### src/design/gb_io_pkg.sv
// package for the i/o block: widths, address map, select, interrupt and serial enums
package gb_io_pkg;

	// ----------------------------------------------------------
	// widths
	// ----------------------------------------------------------
	localparam int ADDR_W  = 16;	// cpu address bus
	localparam int DATA_W  = 8;	// cpu data bus
	localparam int IRQ_W   = 5;	// interrupt sources in IF/IE
	localparam int HRAM_AW = 7;	// zero page ram index

	// ----------------------------------------------------------
	// i/o page address map
	// ----------------------------------------------------------
	localparam logic [ADDR_W-1:0] ADDR_P1   = 16'hFF00;	// joypad
	localparam logic [ADDR_W-1:0] ADDR_SB   = 16'hFF01;	// serial data, open bus here
	localparam logic [ADDR_W-1:0] ADDR_SC   = 16'hFF02;	// serial control
	localparam logic [ADDR_W-1:0] ADDR_IF   = 16'hFF0F;	// interrupt flags
	localparam logic [ADDR_W-1:0] ADDR_IE   = 16'hFFFF;	// interrupt enable
	localparam logic [ADDR_W-1:0] HRAM_BASE = 16'hFF80;	// zero page ram, up to FFFE

	// which unit the current address hits
	typedef enum logic [2:0] {
		SEL_NONE,
		SEL_P1,
		SEL_SB,
		SEL_SC,
		SEL_IF,
		SEL_IE,
		SEL_HRAM
	} io_sel_e;

	// interrupt bit positions, lowest index wins
	typedef enum logic [2:0] {
		IRQ_VBLANK,
		IRQ_LCD,
		IRQ_TIMER,
		IRQ_SERIAL,
		IRQ_JOYPAD
	} irq_src_e;

	// rst vectors 40h, 48h, 50h, 58h, 60h
	localparam logic [DATA_W-1:0] VEC_BASE = 8'h40;
	localparam logic [DATA_W-1:0] VEC_STEP = 8'h08;
	localparam logic [DATA_W-1:0] VEC_NONE = 8'h55;	// nothing enabled and pending

	localparam logic [DATA_W-1:0] OPEN_BUS = 8'hFF;	// unmapped reads and SB

	// dummy serial port
	typedef enum logic {
		SER_IDLE,
		SER_SHIFT
	} serial_state_e;

endpackage

### src/design/io_bus_if.sv
// interface carrying the decoded cpu bus from the decoder to the i/o units
`timescale 1ns/1ps

interface io_bus_if import gb_io_pkg::*; ();

	logic [ADDR_W-1:0] addr;	// full cpu address
	logic [DATA_W-1:0] wdata;	// write data from cpu
	logic              wr;	// one cycle write strobe
	logic              rd;	// one cycle read strobe
	io_sel_e           sel;	// decoded target

	// address decoder side
	modport decoder (
		output addr,
		output wdata,
		output wr,
		output rd,
		output sel
	);

	// register and ram units
	modport unit (
		input addr,
		input wdata,
		input wr,
		input rd,
		input sel
	);

endinterface

### src/design/io_decode.sv
// address decoder, bus interface driver and registered read data mux
`timescale 1ns/1ps

module io_decode import gb_io_pkg::*; (
	input  logic              clk_cpu,
	input  logic              reset,
	input  logic [ADDR_W-1:0] cpu_addr,
	input  logic [DATA_W-1:0] cpu_wdata,
	input  logic              cpu_wr,
	input  logic              cpu_rd,
	input  logic [DATA_W-1:0] p1_rdata,
	input  logic [DATA_W-1:0] sc_rdata,
	input  logic [DATA_W-1:0] if_rdata,
	input  logic [DATA_W-1:0] ie_rdata,
	input  logic [DATA_W-1:0] hram_rdata,
	output logic [DATA_W-1:0] cpu_rdata,
	io_bus_if.decoder         bus
);

	io_sel_e           sel;
	logic [DATA_W-1:0] reg_rdata;	// register value picked by sel
	logic [DATA_W-1:0] rdata_q;	// captured on the read strobe
	logic              rd_hram_q;	// last read went to zero page ram

	// ----------------------------------------------------------
	// address decode
	// ----------------------------------------------------------
	always_comb begin
		case (cpu_addr)
			ADDR_P1: sel = SEL_P1;
			ADDR_SB: sel = SEL_SB;
			ADDR_SC: sel = SEL_SC;
			ADDR_IF: sel = SEL_IF;
			ADDR_IE: sel = SEL_IE;	// FFFF wins over the ram window
			default: begin
				if (cpu_addr[ADDR_W-1:HRAM_AW] == HRAM_BASE[ADDR_W-1:HRAM_AW])
					sel = SEL_HRAM;	// FF80..FFFE
				else
					sel = SEL_NONE;
			end
		endcase
	end

	assign bus.addr  = cpu_addr;
	assign bus.wdata = cpu_wdata;
	assign bus.wr    = cpu_wr;
	assign bus.rd    = cpu_rd;
	assign bus.sel   = sel;

	// ----------------------------------------------------------
	// read data
	// ----------------------------------------------------------
	always_comb begin
		case (sel)
			SEL_P1:  reg_rdata = p1_rdata;
			SEL_SC:  reg_rdata = sc_rdata;
			SEL_IF:  reg_rdata = if_rdata;
			SEL_IE:  reg_rdata = ie_rdata;
			default: reg_rdata = OPEN_BUS;	// SB, unmapped, hram handled below
		endcase
	end

	// registers are captured here, hram registers its own output
	always_ff @(posedge clk_cpu) begin
		if (reset) begin
			rdata_q   <= OPEN_BUS;
			rd_hram_q <= 1'b0;
		end else if (cpu_rd) begin
			rdata_q   <= reg_rdata;
			rd_hram_q <= (sel == SEL_HRAM);
		end
	end

	assign cpu_rdata = rd_hram_q ? hram_rdata : rdata_q;

	// cpu never issues both strobes in one cycle
	a_no_wr_rd: assert property (@(posedge clk_cpu) disable iff (reset)
		!(cpu_wr && cpu_rd));

endmodule

### src/design/irq_ctrl.sv
// interrupt flag and enable registers, priority vector and clear on acknowledge
`timescale 1ns/1ps

module irq_ctrl import gb_io_pkg::*; (
	input  logic              clk_cpu,
	input  logic              reset,
	io_bus_if.unit            bus,
	input  logic              irq_ack,
	input  logic              vblank_irq,
	input  logic              lcd_irq,
	input  logic              timer_irq,
	input  logic              ser_irq,
	input  logic              joy_irq,
	output logic              irq_n,
	output logic [DATA_W-1:0] irq_vec,
	output logic [DATA_W-1:0] if_rdata,
	output logic [DATA_W-1:0] ie_rdata
);

	logic [IRQ_W-1:0] if_q;	// IF, FF0F
	logic [IRQ_W-1:0] ie_q;	// IE, FFFF
	logic [IRQ_W-1:0] if_set;	// event pulses this cycle
	logic [IRQ_W-1:0] pending;	// flagged and enabled
	logic [IRQ_W-1:0] clr_mask;	// one hot, highest priority pending
	logic             ack_q;
	logic             ack_fall;

	// event pulses into flag positions
	always_comb begin
		if_set             = '0;
		if_set[IRQ_VBLANK] = vblank_irq;
		if_set[IRQ_LCD]    = lcd_irq;
		if_set[IRQ_TIMER]  = timer_irq;
		if_set[IRQ_SERIAL] = ser_irq;
		if_set[IRQ_JOYPAD] = joy_irq;
	end

	assign pending  = if_q & ie_q;
	assign clr_mask = pending & (~pending + 1'b1);	// isolate lowest set bit
	assign ack_fall = ack_q & ~irq_ack;	// ack cycle just ended

	// ----------------------------------------------------------
	// registers
	// ----------------------------------------------------------
	always_ff @(posedge clk_cpu) begin
		if (reset) begin
			if_q  <= '0;
			ie_q  <= '0;
			ack_q <= 1'b0;
		end else begin
			ack_q <= irq_ack;
			if (bus.wr && bus.sel == SEL_IF)
				if_q <= bus.wdata[IRQ_W-1:0];	// cpu write beats events
			else if (ack_fall)
				if_q <= (if_q & ~clr_mask) | if_set;
			else
				if_q <= if_q | if_set;
			if (bus.wr && bus.sel == SEL_IE)
				ie_q <= bus.wdata[IRQ_W-1:0];
		end
	end

	// unused upper bits read 1 in IF, 0 in IE
	assign if_rdata = {{(DATA_W-IRQ_W){1'b1}}, if_q};
	assign ie_rdata = {{(DATA_W-IRQ_W){1'b0}}, ie_q};

	// ----------------------------------------------------------
	// cpu side
	// ----------------------------------------------------------
	assign irq_n = ~|pending;

	// scan down so vblank ends up on top
	always_comb begin
		irq_vec = VEC_NONE;
		for (int i = IRQ_W - 1; i >= 0; i--) begin
			if (pending[i])
				irq_vec = VEC_BASE + DATA_W'(i) * VEC_STEP;
		end
	end

	// cpu acknowledges only while a real vector is offered
	a_ack_vec: assert property (@(posedge clk_cpu) disable iff (reset)
		irq_ack |-> irq_vec != VEC_NONE);

endmodule

### src/design/joypad.sv
// joypad P1 select register, key matrix read and key press interrupt
`timescale 1ns/1ps

module joypad import gb_io_pkg::*; (
	input  logic              clk_cpu,
	input  logic              reset,
	io_bus_if.unit            bus,
	input  logic [7:0]        joystick,	// active high, right..start
	output logic [DATA_W-1:0] p1_rdata,
	output logic              joy_irq
);

	logic [1:0] sel_q;	// P15 buttons, P14 directions, 0 enables
	logic [3:0] dir_n;	// right left up down, low active
	logic [3:0] btn_n;	// a b select start, low active
	logic [7:0] key_d1;	// inverted key lines, first stage
	logic [7:0] key_d2;	// second stage

	// group not selected reads all ones
	assign dir_n = ~joystick[3:0] | {4{sel_q[0]}};
	assign btn_n = ~joystick[7:4] | {4{sel_q[1]}};

	assign p1_rdata = {2'b11, sel_q, dir_n & btn_n};

	always_ff @(posedge clk_cpu) begin
		if (reset) begin
			sel_q   <= 2'b00;
			key_d1  <= '1;	// all released
			key_d2  <= '1;
			joy_irq <= 1'b0;
		end else begin
			if (bus.wr && bus.sel == SEL_P1)
				sel_q <= bus.wdata[5:4];
			key_d1  <= ~joystick;
			key_d2  <= key_d1;
			joy_irq <= |(key_d2 & ~key_d1);	// any line went low
		end
	end

endmodule

### src/design/serial_port.sv
// serial control register SC with bit time divider, bit counter and done interrupt
`timescale 1ns/1ps

module serial_port import gb_io_pkg::*; #(
	parameter int SER_DIV_W = 9	// bit time is 2**SER_DIV_W clocks
) (
	input  logic              clk_cpu,
	input  logic              reset,
	io_bus_if.unit            bus,
	output logic [DATA_W-1:0] sc_rdata,
	output logic              ser_irq
);

	localparam logic [3:0] BITS = 4'd8;	// one byte per transfer

	serial_state_e        state;
	logic                 sc_start;	// SC bit 7
	logic                 sc_clk_int;	// SC bit 0, internal clock
	logic [SER_DIV_W-1:0] div_q;
	logic [3:0]           bit_cnt;	// bits left
	logic                 sc_wr;

	assign sc_wr = bus.wr && (bus.sel == SEL_SC);

	// ----------------------------------------------------------
	// transfer sequencing, no data is actually shifted
	// ----------------------------------------------------------
	always_ff @(posedge clk_cpu) begin
		if (reset) begin
			state      <= SER_IDLE;
			sc_start   <= 1'b0;
			sc_clk_int <= 1'b0;
			div_q      <= '1;
			bit_cnt    <= BITS;
			ser_irq    <= 1'b0;
		end else begin
			ser_irq <= 1'b0;
			if (sc_wr) begin
				sc_start   <= bus.wdata[7];
				sc_clk_int <= bus.wdata[0];
				div_q      <= '1;
				bit_cnt    <= BITS;
				// external clock never arrives so only internal runs
				state <= (bus.wdata[7] && bus.wdata[0]) ? SER_SHIFT : SER_IDLE;
			end else begin
				case (state)
					SER_IDLE: begin
						div_q   <= '1;
						bit_cnt <= BITS;
					end
					SER_SHIFT: begin
						div_q <= div_q - 1'b1;
						if (bit_cnt == 4'd0) begin	// final check cycle
							ser_irq  <= 1'b1;
							sc_start <= 1'b0;
							state    <= SER_IDLE;
						end else if (div_q == '0) begin
							bit_cnt <= bit_cnt - 1'b1;	// one bit time done
						end
					end
					default: state <= SER_IDLE;
				endcase
			end
		end
	end

	assign sc_rdata = {sc_start, {(DATA_W-2){1'b1}}, sc_clk_int};

	// last bit time ends exactly on a divider wrap
	a_bit_align: assert property (@(posedge clk_cpu) disable iff (reset)
		state == SER_SHIFT && bit_cnt == 4'd0 |-> div_q == '1);

endmodule

### src/design/hram.sv
// 127 byte zero page ram with registered read
`timescale 1ns/1ps

module hram import gb_io_pkg::*; (
	input  logic              clk_cpu,
	io_bus_if.unit            bus,
	output logic [DATA_W-1:0] hram_rdata
);

	localparam int DEPTH = (1 << HRAM_AW) - 1;	// FFFF belongs to IE

	logic [DATA_W-1:0] mem [DEPTH];
	logic [HRAM_AW-1:0] idx;

	assign idx = bus.addr[HRAM_AW-1:0];

	// read data held until the next ram read
	always_ff @(posedge clk_cpu) begin
		if (bus.sel == SEL_HRAM) begin
			if (bus.wr)
				mem[idx] <= bus.wdata;
			if (bus.rd)
				hram_rdata <= mem[idx];
		end
	end

endmodule

### src/design/gb_io_top.sv
// top level of the i/o and interrupt block, decoder and unit instances
`timescale 1ns/1ps

module gb_io_top import gb_io_pkg::*; #(
	parameter int SER_DIV_W = 9	// serial bit time divider width
) (
	input  logic              clk_cpu,
	input  logic              reset,
	// cpu bus
	input  logic [ADDR_W-1:0] cpu_addr,
	input  logic [DATA_W-1:0] cpu_wdata,
	input  logic              cpu_wr,
	input  logic              cpu_rd,
	output logic [DATA_W-1:0] cpu_rdata,
	// interrupt to cpu
	input  logic              irq_ack,
	output logic              irq_n,
	output logic [DATA_W-1:0] irq_vec,
	// keys and external events
	input  logic [7:0]        joystick,
	input  logic              vblank_irq,
	input  logic              lcd_irq,
	input  logic              timer_irq
);

	logic [DATA_W-1:0] p1_rdata;
	logic [DATA_W-1:0] sc_rdata;
	logic [DATA_W-1:0] if_rdata;
	logic [DATA_W-1:0] ie_rdata;
	logic [DATA_W-1:0] hram_rdata;
	logic              ser_irq;
	logic              joy_irq;

	io_bus_if bus ();

	io_decode i_decode (
		.clk_cpu, .reset, .cpu_addr, .cpu_wdata, .cpu_wr, .cpu_rd,
		.p1_rdata, .sc_rdata, .if_rdata, .ie_rdata, .hram_rdata,
		.cpu_rdata, .bus(bus.decoder)
	);

	irq_ctrl i_irq (
		.clk_cpu, .reset, .bus(bus.unit), .irq_ack,
		.vblank_irq, .lcd_irq, .timer_irq, .ser_irq, .joy_irq,
		.irq_n, .irq_vec, .if_rdata, .ie_rdata
	);

	joypad i_joy (
		.clk_cpu, .reset, .bus(bus.unit), .joystick, .p1_rdata, .joy_irq
	);

	serial_port #(.SER_DIV_W(SER_DIV_W)) i_serial (
		.clk_cpu, .reset, .bus(bus.unit), .sc_rdata, .ser_irq
	);

	hram i_hram (
		.clk_cpu, .bus(bus.unit), .hram_rdata
	);

endmodule

### config.mk
export PLATFORM = sky130hd
export DESIGN_NAME = gb_io_top
export DESIGN_NICKNAME = d
export VERILOG_FILES = /design/src/design/gb_io_pkg.sv /design/src/design/io_bus_if.sv /design/src/design/io_decode.sv /design/src/design/irq_ctrl.sv /design/src/design/joypad.sv /design/src/design/serial_port.sv /design/src/design/hram.sv /design/src/design/gb_io_top.sv
export SDC_FILE = /design/constraint.sdc
export NUM_CORES = 1
export LEC_CHECK = 0
export BUFFER_PORTS_ARGS = -buffer_cell sky130_fd_sc_hd__buf_2
export CAP_MARGIN = 20
export CELL_PAD_IN_SITES_DETAIL_PLACEMENT = 0
export CELL_PAD_IN_SITES_GLOBAL_PLACEMENT = 1
export CORE_MARGIN = 3
export CORE_UTILIZATION = 55
export CTS_BUF_LIST = sky130_fd_sc_hd__clkbuf_8
export DETAILED_ROUTE_END_ITERATION = 8
export GPL_ROUTABILITY_DRIVEN = 1
export PLACE_DENSITY_LB_ADDON = 0.1
export RECOVER_POWER = 25
export SLEW_MARGIN = 20
export SYNTH_ARGS = -nofsm -noshare
export SYNTH_HDL_FRONTEND = slang
export SYNTH_SLANG_ARGS = --single-unit
### constraint.sdc
create_clock -name clk_cpu -period 3.3 [get_ports clk_cpu]
set_clock_uncertainty 0.05 [all_clocks]
set_input_delay 0.33 -clock clk_cpu [delete_from_list [all_inputs] [get_ports clk_cpu]]
set_output_delay 0.33 -clock clk_cpu [all_outputs]
set_load 0.02 [all_outputs]
==> impl_metrics.py <==
metrics = {
    "hold_path": {
        "holdPathStages": 5,
        "holdCritPathClass": "in -> reg",
        "hold_path.startpoint": "cpu_addr[8]",
    },
    "logic_synthesis": {
        "synth-async-reset-ratio_pct": 0,
        "yosys-top-cells-area": "edfxtp_1, mux4_2, mux2i_1, dfxtp_1, nor2_1",
        "synthAdderAreaFrac_pct": 0.118,
        "synth_cell_types": 80,
        "synthMuxAreaShare_pct": 13.9,
        "yosys.area_share.xor_xnor_pct": 0.206,
        "ys_seq_area_share_pct": 74.9,
        "yosysTopAreaCellShare_pct": 72.3,
        "synth_area_um2": 42600,
        "synthCells": 2297,
        "synth_top_area_cell": "edfxtp_1",
        "yosys.area_share.simple_pct": 4.60,
        "yosysWarnings": 0,
        "synth.avg_cell_area_um2": 18.5,
        "yosys_register_bits": 1080,
        "synth_ff_type": "edfxtp_1",
        "synth_compound_area_share_pct": 4.27,
        "synth_top_family_by_area": "multiplexers",
        "synth-edff-count": 1024,
    },
    "clocking": {
        "cts.sinks": 1080,
        "cts_resized": 0,
        "tritoncts": "done",
        "clockRootBuffer": "clkbuf_8",
        "h-tree-depth": 4,
        "numCtsBuffers": 172,
        "clk_path_buf_depth": 3,
        "path_clk_slew_ns": 0.06,
        "clock_latency_ns": 0.81,
        "cts_hold_buf": 23,
        "cts_setup_buffers": 0,
    },
    "drt": {
        "wl_per_cell_um": 30.2,
        "dr.pass1.iters": 5,
        "routed_wl_um": 113000,
        "drc": 0,
        "drt-initial-drc-count": 2529,
        "viasPerCell": 6.29,
        "vias": 23500,
        "antenna_left": 0,
    },
    "timing": {
        "fin_ws_ns": 0.292,
        "timing.final.max_slew_violations": 468,
        "fmax_mhz": 332,
        "rsz0062_at_grt": "false",
        "setup_viol": 0,
        "tightest_slew_ns": 3.54,
        "period_minus_slack_ns": 3.01,
        "period_share_pct": 91.1,
        "hold_viol": 0,
        "maxSlewHeadroom_pct": -136,
    },
    "placement": {
        "place_hpwl_um": 70800,
        "place.gp.congestion": 0.876,
        "place_worst_setup_slack_ns": -0.0165,
        "place.port_buffers": 53,
    },
    "final_layout": {
        "layout.nets": 2606,
        "drive_gt1_share_pct": 23.4,
        "layout_commonest_cell": "edfxtp_1",
        "layout_common_cells": "edfxtp_1, nor2_1, mux4_2",
        "area_growth_pct": 13.1,
    },
    "global_routing": {
        "grt_pass1_vias": 23900,
        "antenna_found_initial": 1,
        "grt_pass1_wl_um": 166000,
        "grt_max_degree": 130,
        "track_usage_pct": 28.4,
        "gr-total-overflow": 0,
    },
    "floorplan": {
        "ios": 57,
        "row_count": 101,
        "fp.dieH_um": 284,
        "core_area_um2": 76300,
        "die_area_um2": 80700,
        "die_x_um": 284,
        "start_util_pct": 55.8,
    },
    "worst_setup_path": {
        "rr_startpoint": "i_hram.mem[21][0]$_DFFE_PP_",
        "endpoint_kind": "register",
        "crit_type": "in -> reg",
        "worstPathRequired_ns": 3.65,
        "arrival_ns": 3.35,
        "cp_max_fo": 8,
        "startpoint_type": "primary input",
        "ff2ff_path_depth": 4,
        "setup.worst_path.start": "cpu_addr[5]",
    },
    "status": {
        "violations": "max-capacitance violations, max-slew violations",
        "status": "finished with violations",
    },
    "flow_run": {
        "drv_cap": 7,
    },
    "power_and_ir_drop": {
        "p_leak_nw": 15.9,
        "total_power_mw": 27.0,
        "vdd_drop_max_v": 0.000473,
        "power_density_nw_per_um2": 560,
    },
}
[through the flow]
step	setup TNS [ns]	cell area (um^2)	utilization [%]	std cells	hold slack, ns
3_5_place_dp	-0.0165	44800	58.7	3395	0.376
3_3_place_gp	-0.0281	44800	58.7	3395	0.366
5_1_grt	0	48100	63.1	3733	0.149
4_1_cts	0	48200	63.1	3732	0.0524
6_report	0	48100	63.1	3735	0.111
2_1_floorplan	0	42600	-	2298	0.347
[layout make-up]
cell class              count  area [um^2]
well taps                1030         1290
diodes                      3         7.51
fillers                  5534        28200
flip-flops and latches   1080        31900
clock buffers             178         2450
inverters                  23         86.3
repair buffers            219         1930
multi-input cells        1066         9830
clock inverters           136          664
[logic make-up (layout without fill, tap and decap cells)]
logic type	Yosys count	count (layout)
xor gates and xnor gates	10	10
DFF	1080	1080
adders and majority gates	4	4
AOI/OAI and AO/OA	256	256
other	2	6
and+or+nand+nor	431	431
buffers and inverters	152	556
muxes	362	362
[state kept, by name, summed over array words and instances (netlist names)]
signal	cells
i_decode.rd_hram_q	1
i_decode.rdata_q	8
i_hram.hram_rdata	8
i_hram.mem	1016
i_irq.ack_q	1
i_irq.ie_q	5
i_irq.if_q	5
i_joy.joy_irq	1
i_joy.key_d1	8
i_joy.key_d2	8
i_joy.sel_q	2
i_serial.bit_cnt	4
i_serial.div_q	9
i_serial.sc_clk_int	1
i_serial.sc_start	1
i_serial.ser_irq	1
i_serial.state	1
[report_power, final]
group          total [mW]  internal, mW  switching (mW)
clock                10.4          5.19            5.22
combinational        1.52         0.542           0.981
sequential           15.0          15.0         0.00905
total                27.0          20.8            6.21
[worst max-delay path: stages]
cell and delay, ns:
dlygate4sd3_1 0.53, buf_2 0.18, nand4_1 0.17, a21o_2 0.21
nand4_1 0.32, nor2_1 0.43, nand2_1 0.14, buf_4 0.27
nor2_1 0.78
[routing by layer]
| layer | part of all wire (%) | vias to the layer above | global-route usage, % |
|---|---|---|---|
| met5 | 0 | - | 0 |
| met4 | 3.0 | 0 | 9.01 |
| met3 | 9.7 | 237 | 6.70 |
| met2 | 47 | 1331 | 44.5 |
| met1 | 40 | 12100 | 40.1 |
| li1 | - | 9829 | - |
[cells in the mapped netlist, types with 13 or more instances]
library cell  number
edfxtp_1        1024
nor2_1           198
mux4_2           180
mux2i_1          164
nand2_1          100
dfxtp_1           56
a21oi_1           52
clkbuf_1          43
buf_2             37
o22ai_1           35
nand3_1           32
o221ai_1          24
a22oi_1           23
buf_6             21
inv_1             21
a221oi_1          19
buf_4             18
mux2_2            15
o21ai_0           15
nor3_1            13
[final timing paths]
| kind | to | slack, ns |
|---|---|---|
| max | i_hram.mem[54][6]$_DFFE_PP_ | 0.29 |
| min | i_decode.rdata_q[5]$_SDFFE_PP1P_ | 0.11 |
| max reg2reg | i_hram.hram_rdata[0]$_DFFE_PP_ | 0.59 |
| min reg2reg | i_joy.key_d2[1]$_SDFF_PP1_ | 0.38 |
Note: power is estimated with default switching activity, not from simulation.
